### src/hw/arith_macros.svh
// Width and latency constants for the arithmetic unit, included by RTL and testbench
`ifndef ARITH_MACROS_SVH
`define ARITH_MACROS_SVH

// data path width
`define ARITH_WIDTH 32

// shift amount comes from the low bits of the right operand
`define ARITH_SHAMT_W 5

// multiplier latency in cycles, in_valid to out_valid
`define ARITH_MULT_STAGES 3

// divide iteration counter
`define ARITH_DIV_CNT_W 6

`endif

### src/hw/arith_op_pkg.sv
// Control encodings for the arithmetic unit: opcodes and top-level FSM states
package arith_op_pkg;

  // command opcodes
  typedef enum logic [3:0] {
    op_add  = 4'd0,
    op_sub  = 4'd1,
    op_sll  = 4'd2,
    op_srl  = 4'd3,
    op_sra  = 4'd4,
    op_slt  = 4'd5,  // signed
    op_sltu = 4'd6,
    op_seq  = 4'd7,
    op_mul  = 4'd8,  // low product word
    op_div  = 4'd9,  // signed
    op_divu = 4'd10
  } arith_op_e;

  // top-level FSM
  typedef enum logic [1:0] {
    st_idle = 2'd0,
    st_mult = 2'd1,
    st_div  = 2'd2,
    st_resp = 2'd3
  } ctrl_state_e;

endpackage

### src/hw/arith_types_pkg.sv
// Data types for the arithmetic unit: data word, command and response records
`include "arith_macros.svh"

package arith_types_pkg;

  // one data word
  typedef logic [`ARITH_WIDTH-1:0] word_t;

  // command as presented on the cmd port
  typedef struct packed {
    arith_op_pkg::arith_op_e op;
    word_t                   left;
    word_t                   right;
  } arith_cmd_t;

  // response returned on the rsp port
  typedef struct packed {
    word_t data;  // alu result, product or quotient
    word_t aux;   // remainder for divides, else zero
  } arith_rsp_t;

endpackage

### src/hw/arith_unit.sv
// Arithmetic unit top level: accepts one command on valid/ready and returns one response
module arith_unit (
  input  logic                        clk,
  input  logic                        rst_n,
  input  logic                        cmd_valid,
  input  arith_types_pkg::arith_cmd_t cmd,
  output logic                        cmd_ready,
  output logic                        rsp_valid,
  output arith_types_pkg::arith_rsp_t rsp,
  input  logic                        rsp_ready
);

  arith_op_pkg::ctrl_state_e   state;
  arith_types_pkg::arith_cmd_t cmd_q;
  arith_types_pkg::word_t      alu_result;
  logic                        mult_go;
  logic                        mult_done;
  arith_types_pkg::word_t      mult_product;
  logic                        div_go;
  logic                        div_done;
  logic                        div_is_signed;
  arith_types_pkg::word_t      div_quotient;
  arith_types_pkg::word_t      div_remainder;

  assign cmd_ready     = state == arith_op_pkg::st_idle;
  assign div_is_signed = cmd_q.op == arith_op_pkg::op_div;

  int_alu int_alu_i (
    .op     (cmd_q.op),
    .left   (cmd_q.left),
    .right  (cmd_q.right),
    .result (alu_result)
  );

  int_mult_pipe int_mult_pipe_i (
    .clk       (clk),
    .rst_n     (rst_n),
    .in_valid  (mult_go),
    .left      (cmd_q.left),
    .right     (cmd_q.right),
    .out_valid (mult_done),
    .product   (mult_product)
  );

  int_div_signed int_div_signed_i (
    .clk       (clk),
    .rst_n     (rst_n),
    .start     (div_go),
    .is_signed (div_is_signed),
    .dividend  (cmd_q.left),
    .divisor   (cmd_q.right),
    .done      (div_done),
    .quotient  (div_quotient),
    .remainder (div_remainder)
  );

  // accepted command, payload only
  always_ff @(posedge clk) begin
    if (cmd_valid && cmd_ready) begin
      cmd_q <= cmd;
    end
  end

  always_ff @(posedge clk) begin
    if (!rst_n) begin
      state     <= arith_op_pkg::st_idle;
      mult_go   <= 1'b0;
      div_go    <= 1'b0;
      rsp_valid <= 1'b0;
    end else begin
      mult_go <= 1'b0;  // single-cycle pulses
      div_go  <= 1'b0;
      case (state)
        arith_op_pkg::st_idle: begin
          if (cmd_valid) begin
            case (cmd.op)
              arith_op_pkg::op_mul: begin
                mult_go <= 1'b1;
                state   <= arith_op_pkg::st_mult;
              end
              arith_op_pkg::op_div, arith_op_pkg::op_divu: begin
                div_go <= 1'b1;
                state  <= arith_op_pkg::st_div;
              end
              default: begin
                state <= arith_op_pkg::st_resp;  // alu result taken next edge
              end
            endcase
          end
        end
        arith_op_pkg::st_mult: begin
          if (mult_done) begin
            rsp       <= '{data: mult_product, aux: '0};
            rsp_valid <= 1'b1;
            state     <= arith_op_pkg::st_resp;
          end
        end
        arith_op_pkg::st_div: begin
          if (div_done) begin
            rsp       <= '{data: div_quotient, aux: div_remainder};
            rsp_valid <= 1'b1;
            state     <= arith_op_pkg::st_resp;
          end
        end
        arith_op_pkg::st_resp: begin
          // an alu command arrives here with rsp_valid still low
          if (!rsp_valid) begin
            rsp       <= '{data: alu_result, aux: '0};
            rsp_valid <= 1'b1;
          end else if (rsp_ready) begin
            rsp_valid <= 1'b0;
            state     <= arith_op_pkg::st_idle;
          end
        end
        default: begin
          state <= arith_op_pkg::st_idle;
        end
      endcase
    end
  end

endmodule

### src/hw/int_alu.sv
// Combinational add, subtract, shift and compare datapath used for single-cycle opcodes
`include "arith_macros.svh"

module int_alu (
  input  arith_op_pkg::arith_op_e op,
  input  arith_types_pkg::word_t  left,
  input  arith_types_pkg::word_t  right,
  output arith_types_pkg::word_t  result
);

  logic [`ARITH_SHAMT_W-1:0] shamt;
  logic                      lt_signed;
  logic                      lt_unsigned;
  logic                      equal;

  assign shamt       = right[`ARITH_SHAMT_W-1:0];  // upper bits ignored
  assign lt_signed   = $signed(left) < $signed(right);
  assign lt_unsigned = left < right;
  assign equal       = left == right;

  always_comb begin
    result = '0;
    case (op)
      arith_op_pkg::op_add: begin
        result = left + right;
      end
      arith_op_pkg::op_sub: begin
        result = left - right;
      end
      arith_op_pkg::op_sll: begin
        result = left << shamt;
      end
      arith_op_pkg::op_srl: begin
        result = left >> shamt;
      end
      arith_op_pkg::op_sra: begin
        result = $signed(left) >>> shamt;  // keeps sign bit
      end
      arith_op_pkg::op_slt: begin
        result = {{(`ARITH_WIDTH-1){1'b0}}, lt_signed};
      end
      arith_op_pkg::op_sltu: begin
        result = {{(`ARITH_WIDTH-1){1'b0}}, lt_unsigned};
      end
      arith_op_pkg::op_seq: begin
        result = {{(`ARITH_WIDTH-1){1'b0}}, equal};
      end
      default: begin
        result = '0;  // mul, div and unused codes
      end
    endcase
  end

endmodule

### src/hw/int_div_seq.sv
// Unsigned restoring divider, one quotient bit per cycle, result held until the next start
`include "arith_macros.svh"

module int_div_seq (
  input  logic                   clk,
  input  logic                   rst_n,
  input  logic                   start,
  input  arith_types_pkg::word_t dividend,
  input  arith_types_pkg::word_t divisor,
  output logic                   done,
  output arith_types_pkg::word_t quotient,
  output arith_types_pkg::word_t remainder
);

  localparam logic [`ARITH_DIV_CNT_W-1:0] last_step = `ARITH_DIV_CNT_W'(`ARITH_WIDTH - 1);

  logic                        busy;
  logic [`ARITH_DIV_CNT_W-1:0] cnt;
  arith_types_pkg::word_t      divisor_q;
  logic [`ARITH_WIDTH:0]       rem_sh;
  logic [`ARITH_WIDTH:0]       diff;

  // quotient register doubles as the dividend shifter
  assign rem_sh = {remainder, quotient[`ARITH_WIDTH-1]};
  assign diff   = rem_sh - {1'b0, divisor_q};  // msb set means borrow

  always_ff @(posedge clk) begin
    if (!rst_n) begin
      busy <= 1'b0;
      done <= 1'b0;
      cnt  <= '0;
    end else begin
      done <= 1'b0;
      if (start) begin
        busy <= 1'b1;
        cnt  <= '0;
      end else if (busy) begin
        cnt <= cnt + 1'b1;
        if (cnt == last_step) begin
          busy <= 1'b0;
          done <= 1'b1;  // same edge as the final bit
        end
      end
    end
  end

  always_ff @(posedge clk) begin
    if (start) begin
      quotient  <= dividend;
      remainder <= '0;
      divisor_q <= divisor;
    end else if (busy) begin
      if (diff[`ARITH_WIDTH]) begin
        remainder <= rem_sh[`ARITH_WIDTH-1:0];  // restore
      end else begin
        remainder <= diff[`ARITH_WIDTH-1:0];
      end
      quotient <= {quotient[`ARITH_WIDTH-2:0], ~diff[`ARITH_WIDTH]};
    end
  end

endmodule

### src/hw/int_div_signed.sv
// Sign and divide-by-zero handling around the unsigned divider, C truncation rules
`include "arith_macros.svh"

module int_div_signed (
  input  logic                   clk,
  input  logic                   rst_n,
  input  logic                   start,
  input  logic                   is_signed,
  input  arith_types_pkg::word_t dividend,
  input  arith_types_pkg::word_t divisor,
  output logic                   done,
  output arith_types_pkg::word_t quotient,
  output arith_types_pkg::word_t remainder
);

  logic                   dividend_neg;
  logic                   divisor_neg;
  arith_types_pkg::word_t dividend_mag;
  arith_types_pkg::word_t divisor_mag;
  arith_types_pkg::word_t core_q;
  arith_types_pkg::word_t core_r;
  logic                   neg_q;
  logic                   neg_r;
  logic                   div_zero;
  arith_types_pkg::word_t dividend_q;

  assign dividend_neg = is_signed & dividend[`ARITH_WIDTH-1];
  assign divisor_neg  = is_signed & divisor[`ARITH_WIDTH-1];
  assign dividend_mag = dividend_neg ? -dividend : dividend;  // min value maps to itself
  assign divisor_mag  = divisor_neg ? -divisor : divisor;

  // operand info kept for the whole divide
  always_ff @(posedge clk) begin
    if (start) begin
      neg_q      <= dividend_neg ^ divisor_neg;
      neg_r      <= dividend_neg;  // remainder follows dividend
      div_zero   <= divisor == '0;
      dividend_q <= dividend;
    end
  end

  int_div_seq int_div_seq_i (
    .clk       (clk),
    .rst_n     (rst_n),
    .start     (start),
    .dividend  (dividend_mag),
    .divisor   (divisor_mag),
    .done      (done),
    .quotient  (core_q),
    .remainder (core_r)
  );

  assign quotient  = div_zero ? '1 : (neg_q ? -core_q : core_q);
  assign remainder = div_zero ? dividend_q : (neg_r ? -core_r : core_r);

endmodule

### src/hw/int_mult_pipe.sv
// Three-stage pipelined multiplier returning the low word of the product
`include "arith_macros.svh"

module int_mult_pipe (
  input  logic                   clk,
  input  logic                   rst_n,
  input  logic                   in_valid,
  input  arith_types_pkg::word_t left,
  input  arith_types_pkg::word_t right,
  output logic                   out_valid,
  output arith_types_pkg::word_t product
);

  arith_types_pkg::word_t    left_q;
  arith_types_pkg::word_t    right_q;
  logic [2*`ARITH_WIDTH-1:0] full_q;
  logic                      valid_s1;
  logic                      valid_s2;

  // valid bits follow the data through the stages
  always_ff @(posedge clk) begin
    if (!rst_n) begin
      valid_s1  <= 1'b0;
      valid_s2  <= 1'b0;
      out_valid <= 1'b0;
    end else begin
      valid_s1  <= in_valid;
      valid_s2  <= valid_s1;
      out_valid <= valid_s2;
    end
  end

  always_ff @(posedge clk) begin
    left_q  <= left;   // stage 1
    right_q <= right;
    full_q  <= left_q * right_q;  // stage 2, full width
    product <= full_q[`ARITH_WIDTH-1:0];  // stage 3
  end

endmodule

### config.mk
export PLATFORM = sky130hd
export DESIGN_NAME = arith_unit
export DESIGN_NICKNAME = d
export VERILOG_FILES = /design/src/hw/arith_op_pkg.sv /design/src/hw/arith_types_pkg.sv /design/src/hw/arith_unit.sv /design/src/hw/int_alu.sv /design/src/hw/int_div_seq.sv /design/src/hw/int_div_signed.sv /design/src/hw/int_mult_pipe.sv
export VERILOG_INCLUDE_DIRS = /design/src /design/src/hw
export SDC_FILE = /design/constraint.sdc
export NUM_CORES = 2
export LEC_CHECK = 0
export BUFFER_PORTS_ARGS = -buffer_cell sky130_fd_sc_hd__buf_2
export CORE_AREA = 10 10 268 270
export DETAILED_ROUTE_END_ITERATION = 16
export DIE_AREA = 0 0 278 280
export PLACE_DENSITY = 0.8
export SETUP_SLACK_MARGIN = 0.3
export SYNTH_ARGS = -nofsm -noshare
export SYNTH_HDL_FRONTEND = slang
export SYNTH_SLANG_ARGS = --single-unit
### constraint.sdc
create_clock -name clk -period 10.5 [get_ports clk]
set_input_delay 1.575 -clock clk [delete_from_list [all_inputs] [get_ports clk]]
set_output_delay 1.575 -clock clk [all_outputs]
set_load 0.02 [all_outputs]
-- Yosys cells after proc, flatten, opt, wreduce, memory -nomap -nowiden
Index checks and enable logic that the tools add are counted.
- add/subtract/negate cells: 8
- multipliers: 1
- divide/modulo/power cells: 0
- magnitude comparators: 2
- equality and inequality tests: 22
- shifts and indexed selects: 3
- mux-type cells: 32
- bitwise logic cells: 6
- reductions and logical operators: 13
- operator list (cell ; number):
    $mux W32 ; 9
    $pmux W32 S8 ; 1
    $mux W64 ; 3
    $pmux W64 S3 ; 1
    $neg A32 Y32 ; 4
    $lt A32 B32 Y1 ; 2
    $sub A33 B32 Y33 ; 1
    $add A32 B32 Y32 ; 1
    $eq A32 B32 Y1 ; 1
    $logic_not A32 Y1 ; 1
    $mul A32 B32 Y32 ; 1
    $shl A32 B5 Y32 ; 1
    $shr A32 B5 Y32 ; 1
    $sshr A32 B5 Y32 ; 1
    $sub A32 B32 Y32 ; 1
    $eq A4 B3 Y1 const B ; 4
    $eq A4 B4 Y1 const B ; 4
    $mux W1 ; 10
    $mux W2 ; 5
    $reduce_and A5 Y1 ; 2
    $eq A4 B2 Y1 const B ; 2
    $ne A2 B2 Y1 const B ; 4
    $pmux W2 S4 ; 1
    $add A6 B1 Y6 const B ; 1
    18 further kinds ; 25
- register bits: 407
- latch bits: 0
- memory bits (writable): 0
- ROM bits: 0
- input port bits: 72
- output and inout bits: 66
- logic and storage cells: 113
- memories: 0

-- Logic depth before layout (Yosys ltp)
- depth after elaboration: 5
- gate-level depth with buffers: 30
- gate-level depth less buffers: 28

-- By module
Synthesis repeated with hierarchy kept, for this count alone.
- cells, all modules: 4373
- area, all modules: 41429.7 um^2
- modules (own cells, without submodules) (module ; times used ; cells an instance ; area each (um^2) ; sequential area each (um^2)):
    int_mult_pipe ; 1 ; 1858 ; 18455.2 ; 2622.5
    int_alu ; 1 ; 1071 ; 7569.8 ; 0.0
    int_div_seq ; 1 ; 564 ; 5977.0 ; 2722.6
    arith_unit ; 1 ; 315 ; 5088.6 ; 4063.9
    int_div_signed ; 1 ; 565 ; 4339.2 ; 1051.0

-- Least setup slack after synthesis
No wires, ideal clock.
- kind: flip-flop to flip-flop
- start point: register int_mult_pipe_i.right_q[2]
- end point: register int_mult_pipe_i.full_q[31]
- setup time: 0.072 ns
- arrival: 6.527 ns
- data required time: 10.428 ns
- path slack: 3.901 ns
- stages on the path, launching flop included: 25
- buffers on the path: 2
- period minus slack after synthesis: 6.599 ns
- cells stage by stage: dfxtp_1 clkbuf_1 clkbuf_1 nand2_1 fa_1 fa_1 fa_1 fa_1 inv_1 fa_1 inv_1 fa_1 fa_1 fa_1 inv_1 ha_1 o21a_1 o21a_1 nand2_1 o21ai_0 a31oi_1 a21oi_1 a21o_1 a21oi_1 xnor2_1
- word-level cells in the longest chain between the ends: 1
- RTL lines (element ; line ; RTL):
    from (decl) ; int_mult_pipe.sv:15 ; arith_types_pkg::word_t right_q;
    from (signal assigned) ; int_mult_pipe.sv:35 ; right_q <= right;
    $mul A32 B32 Y32 ; int_mult_pipe.sv:36 ; full_q <= left_q * right_q;
    to (signal assigned) ; int_mult_pipe.sv:36 ;
    to (decl) ; int_mult_pipe.sv:16 ; logic [2*`ARITH_WIDTH-1:0] full_q;
Every way passes these cells.
A chain may end at the register's enable or synchronous reset.

-- Final worst setup path
- start point: register int_mult_pipe_i.left_q[8]
- end point: register int_mult_pipe_i.full_q[31]
- word-level cells in the longest chain between the ends: 1
- RTL lines (element ; line ; RTL):
    from (decl) ; int_mult_pipe.sv:14 ; arith_types_pkg::word_t left_q;
    from (signal assigned) ; int_mult_pipe.sv:34 ; left_q <= left;
    $mul A32 B32 Y32 ; int_mult_pipe.sv:36 ;
Every way passes these cells.

==> impl_metrics.json <==
{
  "outcome": "finished clean",
  "arrival_ps": 7940,
  "grt_usage": 0.342,
  "tritoncts": "done",
  "dieArea_um2": 77800,
  "route.detailed.drc": 0,
  "setup_viol_count_final": 0,
  "netlist_instances": 4360,
  "antenna_left": 0,
  "cts_hold_buf": 0,
  "first_pass_iters": 6,
  "yosysSeqAreaShare": 0.264,
  "grt_max_degree": 94,
  "clk_latency_ps": 630,
  "fin_tns_setup_ps": 0,
  "wl_um": 135000,
  "slew_headroom": 0.289,
  "synthArstFlopShare": 0,
  "synth-simple-area-share": 0.160,
  "synth_top_family_by_area": "adder cells",
  "worstHoldPathCells": 0,
  "cts_setup_buffers": 0,
  "cts_buffer_depth": 3,
  "viasPerCell": 6.24,
  "gp_congestion": 1.04,
  "cts.reportedPaths.clkPinSlew_ps": 70,
  "worst_pin_slew_ps": 1070,
  "post-route-period-util": 0.711,
  "portBuffers": 137,
  "numCtsBuffers": 45,
  "crit_path_start_kind": "flip-flop",
  "synth_warnings": 0,
  "grt_pass1_vias": 32500,
  "crit_buf_inv": 5,
  "cts-root-buf": "clkbuf_16",
  "slew_violations": 0,
  "h-tree-depth": 2,
  "antenna_found_initial": 4,
  "worstSetupEndpointType": "flip-flop",
  "clock_skew_ps": 44.9,
  "grt_pass1_wl_um": 202000,
  "path_cells": "nand2_1 > fa_1 > inv_1 > fa_1 > fa_1 > inv_1 > fa_1 > inv_1 > fa_1 > inv_1 > fa_1 > inv_1 > fa_1 > fa_1 > ha_1 > o21a_1 > o21a_1 > nand3_1 > o31ai_1 > a31oi_1 > a21oi_1 > a21o_1 > a21oi_1 > xnor2_1",
  "synth_compound_area_frac": 0.132,
  "postLayoutCoreUtil": 0.638,
  "grt-ovfl-total": 0,
  "synthesis.area_um2": 39600,
  "die_h_um": 280,
  "drv_cap": 0,
  "syn_avg_cell_area_um2": 9.08,
  "dp_hpwl_um": 101000,
  "hold_class": "flip-flop to flip-flop",
  "clock-sinks": 407,
  "core.rowCount": 95,
  "pin_count": 138,
  "fp.coreArea_um2": 66600,
  "critical_path_class": "flip-flop to flip-flop",
  "synthMuxAreaShare": 0.0307,
  "critPathMaxFanout": 24,
  "max_stage_delay_ps": 1020,
  "ys_ff_latch": 407,
  "synth_cell_types": 84,
  "synth_edf_count": 231,
  "die_w_um": 278,
  "crit_cells": 24,
  "syn_nets": 5071,
  "via_count": 33000,
  "rsz0062_at_grt": "no",
  "synthAdderAreaFrac": 0.280,
  "fin_crit_ps": 7470,
  "area.growth.synth_to_final_pct": 7.33,
  "nets": 5084,
  "drive_gt1_frac": 0.0753,
  "finalHoldViolCount": 0,
  "routedWlPerCell_um": 25.6,
  "cpLargestDelayFamily": "adder cells",
  "max_freq_mhz": 134,
  "cts_resized": 0,
  "drt_iter0_drc": 4376,
  "synth-xor-area-share": 0.0589,
  "crit_slowest_cell": "dfxtp_1",
  "synth_flop_cell": "edfxtp_1",
  "path_common_cell": "fa_1",
  "start_util": 0.595,
  "reg2reg_depth": 24,
  "cp.required_ps": 10970
}
[synth_stat cells, types with 11 or more instances]
cell	instances	share of area
o21ai_0	220	0.028
a31oi_1	20	0.0032
a21oi_1	240	0.030
nor3_1	55	0.0070
nand2b_1	50	0.0079
fa_1	411	0.21
or4_1	11	0.0021
dfxtp_1	176	0.089
a211oi_1	47	0.0089
nor2b_1	22	0.0035
and3_1	18	0.0028
nand2_1	455	0.043
o31ai_1	31	0.0059
o21bai_1	20	0.0038
nor4_1	11	0.0017
edfxtp_1	231	0.18
buf_1	20	0.0019
o221ai_1	11	0.0024
o211ai_1	45	0.0085
xnor2_1	181	0.040
a221oi_1	16	0.0035
ha_1	228	0.072
nor2_1	317	0.030
o21a_1	23	0.0044
mux2i_1	100	0.025
nand3_1	37	0.0047
inv_1	534	0.051
nand4_1	18	0.0028
clkbuf_1	213	0.020
o22ai_1	19	0.0030
and2_1	265	0.042
o41ai_1	15	0.0033
a21o_1	33	0.0063
xor2_1	85	0.019
or3_1	35	0.0055
[worst paths after layout]
kind / slack [ps] / from / to
max: 3030 / int_mult_pipe_i.left_q[8]$_DFF_P_ / int_mult_pipe_i.full_q[31]$_DFF_P_
max reg2reg: 3030 / int_mult_pipe_i.left_q[8]$_DFF_P_ / int_mult_pipe_i.full_q[31]$_DFF_P_
min: 320 / int_mult_pipe_i.full_q[17]$_DFF_P_ / int_mult_pipe_i.product[17]$_DFF_P_
min reg2reg: 320 / int_mult_pipe_i.full_q[17]$_DFF_P_ / int_mult_pipe_i.product[17]$_DFF_P_
[through the flow]
stage	area, um^2	instances	setup WS, ps	hold slack (ps)
2_1_floorplan	39600	4360	3900	310
6_report	42500	5288	3030	317
3_3_place_gp	41000	5199	3370	311
3_5_place_dp	41000	5199	3130	312
5_1_grt	42500	5283	2690	327
4_1_cts	42500	5283	3130	326
[metal layers]
layer  track usage  vias to the layer above  wire length, um
met1         0.434                    16000            51000
met2         0.520                     2053            58800
met3         0.100                      412            16900
met4         0.190                        2             8750
met5             0                        -               15
li1              -                    14500                -
[cells in the final DEF, fill, tap and decap left out, types with 20 or more instances in the layout]
cell	synthesis	final
xnor2_1	181	181
dfxtp_1	176	174
clkbuf_16	0	47
ha_1	228	228
a211oi_1	47	47
nor2b_1	22	22
o21ai_0	220	220
o21bai_1	20	20
inv_1	534	533
nand2_1	455	455
buf_2	1	137
nor3_1	55	55
or3_1	35	34
nand3_1	37	37
a21oi_1	240	240
o211ai_1	45	45
edfxtp_1	231	231
nand2b_1	50	50
a31oi_1	20	20
buf_4	1	67
a21o_1	33	33
o31ai_1	31	31
xor2_1	85	85
mux2i_1	100	100
nor2_1	317	316
fa_1	411	411
o21a_1	23	23
and2_1	265	264
[registers in the layout, indices dropped and copies added (netlist names), 6 cells and up]
| register | flops |
|---|---|
| int_mult_pipe_i.right_q | 32 |
| int_mult_pipe_i.full_q | 32 |
| int_div_signed_i.dividend_q | 32 |
| int_div_signed_i.int_div_seq_i.cnt | 6 |
| int_div_signed_i.int_div_seq_i.remainder | 32 |
| int_div_signed_i.int_div_seq_i.divisor_q | 32 |
| cmd_q | 68 |
| int_div_signed_i.int_div_seq_i.quotient | 32 |
| int_mult_pipe_i.left_q | 32 |
| rsp | 64 |
| int_mult_pipe_i.product | 32 |
[area by class of cell]
class | count | area, um^2
Timing Repair Buffer | 204 | 1190
Tap cell | 873 | 1090
Multi-Input combinational cell | 3176 | 26200
Sequential cell | 407 | 10500
Clock inverter | 29 | 283
Inverter | 539 | 2020
Antenna cell | 5 | 12.5
Fill cell | 5485 | 24100
Clock buffer | 55 | 1230
[logic make-up after synthesis]
logic type / after synthesis
fa+ha+maj: 639
buf+inv: 777
simple gates: 1328
mux: 114
compound gates: 829
xor+xnor: 266
flops: 407
Power is not shown: default switching activity piles up to over one toggle a cycle in this logic, so the estimate is an artifact.
